**src/hw/eeprom_pkg.sv**
```systemverilog
package eeprom_pkg;

    localparam int ADDR_W = 11;
    localparam int DATA_W = 8;

    // upper nibble of every control byte
    localparam logic [3:0] DEV_TYPE = 4'b1010;

    typedef enum logic [3:0] {
        idle,
        w_start,
        w_ctrl,
        w_addr,
        w_data,
        r_start,
        r_ctrl,
        r_data,
        stop,
        done
    } main_state_e;

    // operations handed from the controller to the line sequencer
    typedef enum logic [1:0] {
        op_start,
        op_stop,
        op_byte_out,
        op_byte_in
    } link_op_e;

endpackage

```
**src/hw/eeprom_ifs.sv**
```systemverilog
`timescale 1ns/10ps

// controller to line sequencer, go/done pulses
interface link_if;
    eeprom_pkg::link_op_e              op;
    logic                              go;
    logic [eeprom_pkg::DATA_W-1:0]     tx_byte;
    logic                              done;
    logic [eeprom_pkg::DATA_W-1:0]     rx_byte;

    modport ctrl (output op, go, tx_byte, input done, rx_byte);
    modport seq  (input op, go, tx_byte, output done, rx_byte);
endinterface

interface scl_if;
    logic run;
    logic scl;
    logic low_mid;  // middle of scl low
    logic high_mid; // middle of scl high

    modport gen  (input run, output scl, low_mid, high_mid);
    modport user (output run, input scl, low_mid, high_mid);
endinterface

interface shift_if;
    logic                              load;
    logic [eeprom_pkg::DATA_W-1:0]     load_byte;
    logic                              shift;
    logic                              sin;
    logic                              msb;
    logic [eeprom_pkg::DATA_W-1:0]     value;
    logic                              last;

    modport user  (output load, load_byte, shift, sin, input msb, value, last);
    modport store (input load, load_byte, shift, sin, output msb, value, last);
endinterface

```
**src/hw/eeprom_ctrl.sv**
```systemverilog
`timescale 1ns/10ps

module eeprom_ctrl (
    input  logic                          CLK,
    input  logic                          RESET,
    input  logic                          wr,
    input  logic                          rd,
    input  logic [eeprom_pkg::ADDR_W-1:0] addr,
    input  logic [eeprom_pkg::DATA_W-1:0] wdata,
    output logic                          ack,
    output logic [eeprom_pkg::DATA_W-1:0] rdata,
    link_if.ctrl                          link
);

    eeprom_pkg::main_state_e state;
    eeprom_pkg::main_state_e nxt_state;
    eeprom_pkg::link_op_e    nxt_op;

    logic                          issue;
    logic                          is_rd;
    logic                          pend;   // op handed out, done not yet seen
    logic [eeprom_pkg::ADDR_W-1:0] addr_q;
    logic [eeprom_pkg::DATA_W-1:0] wdata_q;
    logic [eeprom_pkg::DATA_W-1:0] rx_q;
    logic [eeprom_pkg::DATA_W-1:0] nxt_byte;
    logic [eeprom_pkg::DATA_W-1:0] ctrl_w;
    logic [eeprom_pkg::DATA_W-1:0] ctrl_r;

    // device code, block bits a10..a8, r/w
    assign ctrl_w = {eeprom_pkg::DEV_TYPE, addr_q[eeprom_pkg::ADDR_W-1 -: 3], 1'b0};
    assign ctrl_r = {eeprom_pkg::DEV_TYPE, addr_q[eeprom_pkg::ADDR_W-1 -: 3], 1'b1};

    assign ack = (state == eeprom_pkg::done);

    always_comb begin
        issue     = 1'b0;
        nxt_state = state;
        nxt_op    = eeprom_pkg::op_start;
        nxt_byte  = ctrl_w;
        case (state)
            eeprom_pkg::idle: if (wr || rd) begin
                issue     = 1'b1;
                nxt_state = eeprom_pkg::w_start;
            end
            eeprom_pkg::w_start: if (link.done) begin
                issue     = 1'b1;
                nxt_state = eeprom_pkg::w_ctrl;
                nxt_op    = eeprom_pkg::op_byte_out;
            end
            eeprom_pkg::w_ctrl: if (link.done) begin
                issue     = 1'b1;
                nxt_state = eeprom_pkg::w_addr;
                nxt_op    = eeprom_pkg::op_byte_out;
                nxt_byte  = addr_q[7:0];
            end
            eeprom_pkg::w_addr: if (link.done) begin
                issue = 1'b1;
                if (is_rd) begin
                    nxt_state = eeprom_pkg::r_start;  // repeated start
                end else begin
                    nxt_state = eeprom_pkg::w_data;
                    nxt_op    = eeprom_pkg::op_byte_out;
                    nxt_byte  = wdata_q;
                end
            end
            eeprom_pkg::r_start: if (link.done) begin
                issue     = 1'b1;
                nxt_state = eeprom_pkg::r_ctrl;
                nxt_op    = eeprom_pkg::op_byte_out;
                nxt_byte  = ctrl_r;
            end
            eeprom_pkg::r_ctrl: if (link.done) begin
                issue     = 1'b1;
                nxt_state = eeprom_pkg::r_data;
                nxt_op    = eeprom_pkg::op_byte_in;
            end
            eeprom_pkg::w_data, eeprom_pkg::r_data: if (link.done) begin
                issue     = 1'b1;
                nxt_state = eeprom_pkg::stop;
                nxt_op    = eeprom_pkg::op_stop;
            end
            eeprom_pkg::stop: if (link.done) nxt_state = eeprom_pkg::done;
            default: nxt_state = eeprom_pkg::idle;
        endcase
    end

    always_ff @(posedge CLK) begin
        if (RESET) begin
            state   <= eeprom_pkg::idle;
            link.go <= 1'b0;
            is_rd   <= 1'b0;
            pend    <= 1'b0;
        end else begin
            state   <= nxt_state;
            link.go <= issue;
            pend    <= link.go | (pend & ~link.done);
            if (state == eeprom_pkg::idle && (wr || rd))
                is_rd <= !wr;   // wr wins
        end
    end

    always_ff @(posedge CLK) begin
        if (issue) begin
            link.op      <= nxt_op;
            link.tx_byte <= nxt_byte;
        end
        if (state == eeprom_pkg::idle && (wr || rd)) begin
            addr_q  <= addr;
            wdata_q <= wdata;
        end
        if (state == eeprom_pkg::r_data && link.done)
            rx_q <= link.rx_byte;
        if (state == eeprom_pkg::stop && link.done && is_rd)
            rdata <= rx_q;
    end

    a_go_idle: assert property (@(posedge CLK) disable iff (RESET) link.go |-> !pend);
    a_ack_one: assert property (@(posedge CLK) disable iff (RESET) ack |=> !ack);

endmodule

```
**src/hw/bit_clock.sv**
```systemverilog
`timescale 1ns/10ps

module bit_clock #(
    parameter int SCL_HALF = 4
) (
    input  logic CLK,
    input  logic RESET,
    scl_if.gen   clk
);

    localparam int CNT_W = $clog2(SCL_HALF);
    localparam logic [CNT_W-1:0] MID  = CNT_W'(SCL_HALF / 2);
    localparam logic [CNT_W-1:0] LAST = CNT_W'(SCL_HALF - 1);

    logic [CNT_W-1:0] cnt;  // counts down through each half period

    always_ff @(posedge CLK) begin
        if (RESET || !clk.run) begin
            cnt     <= '0;
            clk.scl <= 1'b1;  // bus idle level
        end else if (cnt == '0) begin
            cnt     <= LAST;
            clk.scl <= ~clk.scl;
        end else begin
            cnt <= cnt - 1'b1;
        end
    end

    // mid strobes sit early enough that a registered sda update lands before the next edge
    assign clk.low_mid  = clk.run && !clk.scl && (cnt == MID);
    assign clk.high_mid = clk.run && clk.scl && (cnt == MID);

    a_low_mid: assert property (@(posedge CLK) disable iff (RESET)
        clk.low_mid |=> !clk.scl);

endmodule

```
**src/hw/line_seq.sv**
```systemverilog
`timescale 1ns/10ps

module line_seq (
    input  logic  CLK,
    input  logic  RESET,
    link_if.seq   link,
    scl_if.user   clk,
    shift_if.user sh,
    output logic  sda_out,
    output logic  sda_oe,
    input  logic  sda_in
);

    typedef enum logic [2:0] {s_idle, s_start, s_stop, s_out, s_in} seq_state_e;

    seq_state_e state;
    logic       armed;  // low phase of current scl period handled
    logic       nine;   // ack / nack clock
    logic       sda_lvl;

    assign sh.load      = link.go && (link.op == eeprom_pkg::op_byte_out ||
                                      link.op == eeprom_pkg::op_byte_in);
    assign sh.load_byte = (link.op == eeprom_pkg::op_byte_out) ? link.tx_byte : '0;
    assign sh.sin       = sda_in;
    assign sh.shift     = (state == s_out || state == s_in) && clk.high_mid && armed && !nine;
    assign link.rx_byte = sh.value;

    assign sda_lvl = !(sda_oe && !sda_out);

    // every op finishes at a high_mid, so the next go is in before the next low_mid
    always_ff @(posedge CLK) begin
        if (RESET) begin
            state     <= s_idle;
            armed     <= 1'b0;
            nine      <= 1'b0;
            clk.run   <= 1'b0;
            sda_oe    <= 1'b0;
            sda_out   <= 1'b1;
            link.done <= 1'b0;
        end else begin
            link.done <= 1'b0;
            case (state)
                s_idle: if (link.go) begin
                    armed   <= 1'b0;
                    nine    <= 1'b0;
                    clk.run <= 1'b1;
                    case (link.op)
                        eeprom_pkg::op_start:    state <= s_start;
                        eeprom_pkg::op_stop:     state <= s_stop;
                        eeprom_pkg::op_byte_out: state <= s_out;
                        eeprom_pkg::op_byte_in:  state <= s_in;
                    endcase
                end
                s_start: if (clk.low_mid) begin
                    sda_oe <= 1'b0;
                    armed  <= 1'b1;
                end else if (clk.high_mid && armed) begin
                    sda_oe    <= 1'b1;  // sda falls with scl high
                    sda_out   <= 1'b0;
                    link.done <= 1'b1;
                    state     <= s_idle;
                end
                s_stop: if (clk.low_mid) begin
                    sda_oe  <= 1'b1;
                    sda_out <= 1'b0;
                    armed   <= 1'b1;
                end else if (clk.high_mid && armed) begin
                    sda_oe    <= 1'b0;
                    clk.run   <= 1'b0;
                    link.done <= 1'b1;
                    state     <= s_idle;
                end
                s_out, s_in: if (clk.low_mid) begin
                    armed   <= 1'b1;
                    nine    <= sh.last;
                    sda_out <= (state == s_out) ? sh.msb : 1'b1;
                    // released for slave ack, driven high as master nack
                    sda_oe  <= (state == s_out) ? !sh.last : sh.last;
                end else if (clk.high_mid && armed) begin
                    armed <= 1'b0;
                    if (nine) begin
                        link.done <= 1'b1;
                        state     <= s_idle;
                    end
                end
                default: state <= s_idle;
            endcase
        end
    end

    a_sda_stable: assert property (@(posedge CLK) disable iff (RESET)
        clk.scl && $changed(sda_lvl) |-> link.done);

endmodule

```
**src/hw/byte_shift.sv**
```systemverilog
`timescale 1ns/10ps

module byte_shift (
    input  logic   CLK,
    input  logic   RESET,
    shift_if.store sh
);

    logic [eeprom_pkg::DATA_W-1:0] sr;
    logic [3:0]                    cnt;  // bits moved since load

    always_ff @(posedge CLK) begin
        if (RESET)
            cnt <= '0;
        else if (sh.load)
            cnt <= '0;
        else if (sh.shift)
            cnt <= cnt + 1'b1;
    end

    // msb first out, new bit in at the bottom
    always_ff @(posedge CLK) begin
        if (sh.load)
            sr <= sh.load_byte;
        else if (sh.shift)
            sr <= {sr[eeprom_pkg::DATA_W-2:0], sh.sin};
    end

    assign sh.msb   = sr[eeprom_pkg::DATA_W-1];
    assign sh.value = sr;
    assign sh.last  = (cnt == 4'(eeprom_pkg::DATA_W));

endmodule

```
**src/hw/eeprom_wr.sv**
```systemverilog
`timescale 1ns/10ps

module eeprom_wr #(
    parameter int SCL_HALF = 4
) (
    input  logic                          CLK,
    input  logic                          RESET,
    input  logic                          wr,
    input  logic                          rd,
    input  logic [eeprom_pkg::ADDR_W-1:0] addr,
    input  logic [eeprom_pkg::DATA_W-1:0] wdata,
    output logic                          ack,
    output logic [eeprom_pkg::DATA_W-1:0] rdata,
    output logic                          scl,
    output logic                          sda_out,
    output logic                          sda_oe,
    input  logic                          sda_in
);

    link_if  link_i ();
    scl_if   scl_i ();
    shift_if shift_i ();

    eeprom_ctrl ctrl_i (
        .CLK   (CLK),
        .RESET (RESET),
        .wr    (wr),
        .rd    (rd),
        .addr  (addr),
        .wdata (wdata),
        .ack   (ack),
        .rdata (rdata),
        .link  (link_i.ctrl)
    );

    bit_clock #(.SCL_HALF(SCL_HALF)) bit_clock_i (
        .CLK   (CLK),
        .RESET (RESET),
        .clk   (scl_i.gen)
    );

    line_seq line_seq_i (
        .CLK     (CLK),
        .RESET   (RESET),
        .link    (link_i.seq),
        .clk     (scl_i.user),
        .sh      (shift_i.user),
        .sda_out (sda_out),
        .sda_oe  (sda_oe),
        .sda_in  (sda_in)
    );

    byte_shift byte_shift_i (
        .CLK   (CLK),
        .RESET (RESET),
        .sh    (shift_i.store)
    );

    assign scl = scl_i.scl;

endmodule

```
**config.mk**
```make
export PLATFORM = sky130hd
export DESIGN_NAME = eeprom_wr
export DESIGN_NICKNAME = d
export VERILOG_FILES = /design/src/hw/eeprom_pkg.sv /design/src/hw/eeprom_ifs.sv /design/src/hw/eeprom_ctrl.sv /design/src/hw/bit_clock.sv /design/src/hw/line_seq.sv /design/src/hw/byte_shift.sv /design/src/hw/eeprom_wr.sv
export SDC_FILE = /design/constraint.sdc
export NUM_CORES = 1
export LEC_CHECK = 0
export BUFFER_PORTS_ARGS = -buffer_cell sky130_fd_sc_hd__buf_2
export CAP_MARGIN = 20
export CORE_UTILIZATION = 56
export CTS_CLUSTER_SIZE = 28
export DETAILED_ROUTE_END_ITERATION = 12
export PLACE_DENSITY = 0.77
export SLEW_MARGIN = 40
export SYNTH_ARGS = -nofsm -noshare
export SYNTH_HDL_FRONTEND = slang
export SYNTH_SLANG_ARGS = --single-unit
```
**constraint.sdc**
```tcl
create_clock -name CLK -period 3.8 [get_ports CLK]
set_input_delay 0.19 -clock CLK [delete_from_list [all_inputs] [get_ports CLK]]
set_output_delay 0.19 -clock CLK [all_outputs]
set_load 0.03 [all_outputs]
```
==> flow_metrics.tcl <==
set metrics [dict create \
    ys_types 50 \
    synth-seq-cells 75 \
    routed_wirelength_mm 5.30 \
    clockRootBuffer "clkbuf_8" \
    io_pins 36 \
    cp_max_fo 15 \
    hold_ws_ns 0.0266 \
    cts_max_level 3 \
    vias_per_cell 5.60 \
    stdcell_area_um2 3680 \
    cts_tree "built" \
    final_max_slew_viol_count 0 \
    area_growth_pct 10.5 \
    p_seq_frac 0.611 \
    fmax_mhz 479 \
    synthArstFlopShare 0 \
    combPwrFrac 0.067 \
    synth_xor_xnor_area_share 0.0132 \
    die_y_um 79.1 \
    syn_inst 280 \
    muxShareOfSynthArea 0.00903 \
    max_slew.worst_pin.slew_ns 0.708 \
    switching_share 0.228 \
    place_congestion 0.873 \
    grt_max_degree 26 \
    clk_latency_ns 0.33 \
    setup_slack_ns 1.71 \
    synth_compound_area_frac 0.151 \
    synth_top_area_frac 0.478 \
    endpoint_kind "flip-flop" \
    use_met2 0.305 \
    yosysTopAreaCell "edfxtp_1" \
    finClkSkew_ns 0.00462 \
    clk_pin_slew_worst_paths_ns 0.07 \
    cts_setup_buffers 0 \
    synth_area_um2 3330 \
    core_area_um2 5610 \
    worstPathArrival_ns 2.10 \
    worstHoldEndpoint "ctrl_i.wdata_q[1]" \
    grt_pass1_wl_mm 8.74 \
    cts_hold_buf 0 \
    maxCapViolCount 0 \
    wire_per_inst_um 13.7 \
    ctsResizeCount 0 \
    synth_adder_area_share 0.0301 \
    crit_path_start_kind "flip-flop" \
    rsz0062_at_grt "no" \
    layout-drive-gt1-share 0.188 \
    cts_buffers 9 \
    setup_viol 0 \
    n_antenna_cell 0 \
    initialDrtViolationCount 173 \
    reg2reg_from "line_seq_i.state[2]" \
    synth_warnings 0 \
    synth.most_common_cell "edfxtp_1" \
    cp.required_ns 3.81 \
    pwr-share-clk 0.322 \
    grt.overflow.total 0 \
    min_period_ns 2.09 \
    syn_avg_cell_area_um2 11.9 \
    outcome "complete, no violations" \
    place_hpwl_mm 3.79 \
    r2r_slack_ns 1.71 \
    start_util 0.593 \
    ant_nets 0 \
    fp.dieArea_um2 6250 \
    grt_use_total 0.184 \
    placed_cell_area_um2 3520 \
    min_path_type "primary input to flip-flop" \
    tns_ns 0 \
    io_buffer_count 35 \
    min_from "wdata[1]" \
    synth_top_family_by_area "compound AO/OA/AOI/OAI gates" \
    synthSimpleGateAreaFrac 0.149 \
    p_sw_uw 353 \
    synth_edf_count 53 \
    synthFlopType "edfxtp_1" \
    use_met3 0.0345 \
    clock-sinks 75 \
    grt_pass1_vias 1976 \
    drt-pass1-iter-count 4 \
    synthTopCellsByCount "edfxtp_1 (53), nor2_1 (23), dfxtp_1 (22)" \
    power_per_cell_area_nw_per_um2 420 \
    dp_slack_ns 1.74 \
    vias 2160 \
    cts_max_path_buffers 2 \
    yosysSeqAreaShare 0.611 \
    p_leak_nw 1.34 \
    whs_path_depth 1 \
    die_width_um 79.1 \
    antenna_found_initial 0 \
    ir_drop_mv 0.280 \
    synthTopCellsByArea "edfxtp_1 (48%), dfxtp_1 (13%), ha_1 (3.0%), a22o_1 (2.6%), nor2_1 (2.6%)" \
    p_int_mw 1.19 \
    drc 0 \
    post-route-period-util 0.550 \
    r2r-end "byte_shift_i.sh.value[0]" \
    worst-r2r-cell-count 4 \
    nets 342 \
    maxSlewHeadroom 0.526 \
    critical_path_class "flip-flop to flip-flop" \
    top_usage_layer "met2" \
    use_met1 0.232 \
    syn_nets 312 \
    row_count 27 \
    finalHoldViolations 0 \
]
[routing by layer]
layer	wire, µm	vias up	part of all wire
met3	261	7	0.049
met5	0	-	0
met4	82	0	0.015
met2	2510	63	0.47
li1	-	1098	-
met1	2440	992	0.46
[power groups by stage]
| stage | combinational (mW) | clock [mW] | sequential [mW] |
|---|---|---|---|
| detailed placement | 0.104 | 0 | 0.963 |
| floorplan | 0.0895 | 0 | 0.946 |
| global route | 0.116 | 0.538 | 0.950 |
| CTS | 0.104 | 0.509 | 0.945 |
| finish | 0.104 | 0.497 | 0.945 |
| global placement | 0.101 | 0 | 0.961 |
[worst max-delay path, cell delays in order, from the launching register on]
cell     delay, ns
dfxtp_1       0.59
or3b_1        0.55
a21oi_1       0.27
nand2_1       0.09
nand2_1       0.26
[sequential cells by signal (all words and copies together), names as in the netlist, 2 cells and up]
register               count
ctrl_i.link.op             2
line_seq_i.state           3
bit_clock_i.cnt            2
ctrl_i.state               4
byte_shift_i.sh.value      8
ctrl_i.rdata               8
ctrl_i.addr_q             11
ctrl_i.rx_q                8
ctrl_i.link.tx_byte        8
ctrl_i.wdata_q             8
byte_shift_i.cnt           4
[worst max-delay path by stage]
| stage | startpoint | end | cells after the start |
|---|---|---|---|
| 5_1_grt | ctrl_i.state[0] | ctrl_i.link.op[0] | 3 |
| 6_report | line_seq_i.state[2] | byte_shift_i.sh.value[0] | 4 |
| 3_5_place_dp | ctrl_i.state[0] | ctrl_i.link.tx_byte[0] | 3 |
| 4_1_cts | ctrl_i.state[0] | ctrl_i.link.op[0] | 3 |
| 3_3_place_gp | ctrl_i.state[0] | ctrl_i.link.tx_byte[0] | 3 |
| 2_1_floorplan | ctrl_i.state[2] | ctrl_i.link.op[0] | 4 |
[area by class of cell]
class | count | area, µm²
Fill cell | 451 | 1930
Sequential cell | 75 | 2030
Clock buffer | 10 | 128
Inverter | 13 | 48.8
Multi-Input combinational cell | 176 | 1170
Timing Repair Buffer | 35 | 175
Tap cell | 72 | 90.1
Clock inverter | 5 | 30.0
[cell usage in the layout (no fill, tap or decap), drive strengths merged, types with 3 or more instances in the layout]
cell,count
edfxtp,53
buf,35
nor2,23
dfxtp,22
a21oi,16
nand2,14
inv,14
o21ai,14
nor3,13
a22o,10
clkbuf,10
nor2b,9
ha,8
nand2b,7
nand3,5
nand3b,4
xnor2,4
and3,4
mux2i,3
o221a,3
and3b,3
a22oi,3
clkinv,3
a2111oi,3
[metrics by stage]
stage	utilization	instances	total power, mW
5_1_grt	0.656	386	1.60
2_1_floorplan	-	280	1.04
4_1_cts	0.655	386	1.56
6_report	0.656	386	1.55
3_3_place_gp	0.627	371	1.06
3_5_place_dp	0.627	371	1.07
[cell families (layout without fill, tap and decap cells)]
logic type               after synthesis  count (layout)
adder cells (fa/ha/maj)                8               8
AO/OA/AOI/OAI                         67              67
buffers and inverters                 29              63
XOR/XNOR                               5               5
multiplexers                           3               3
flip-flops                            75              75
AND/OR/NAND/NOR                       93              93
Power figures use the tool's default switching activity.
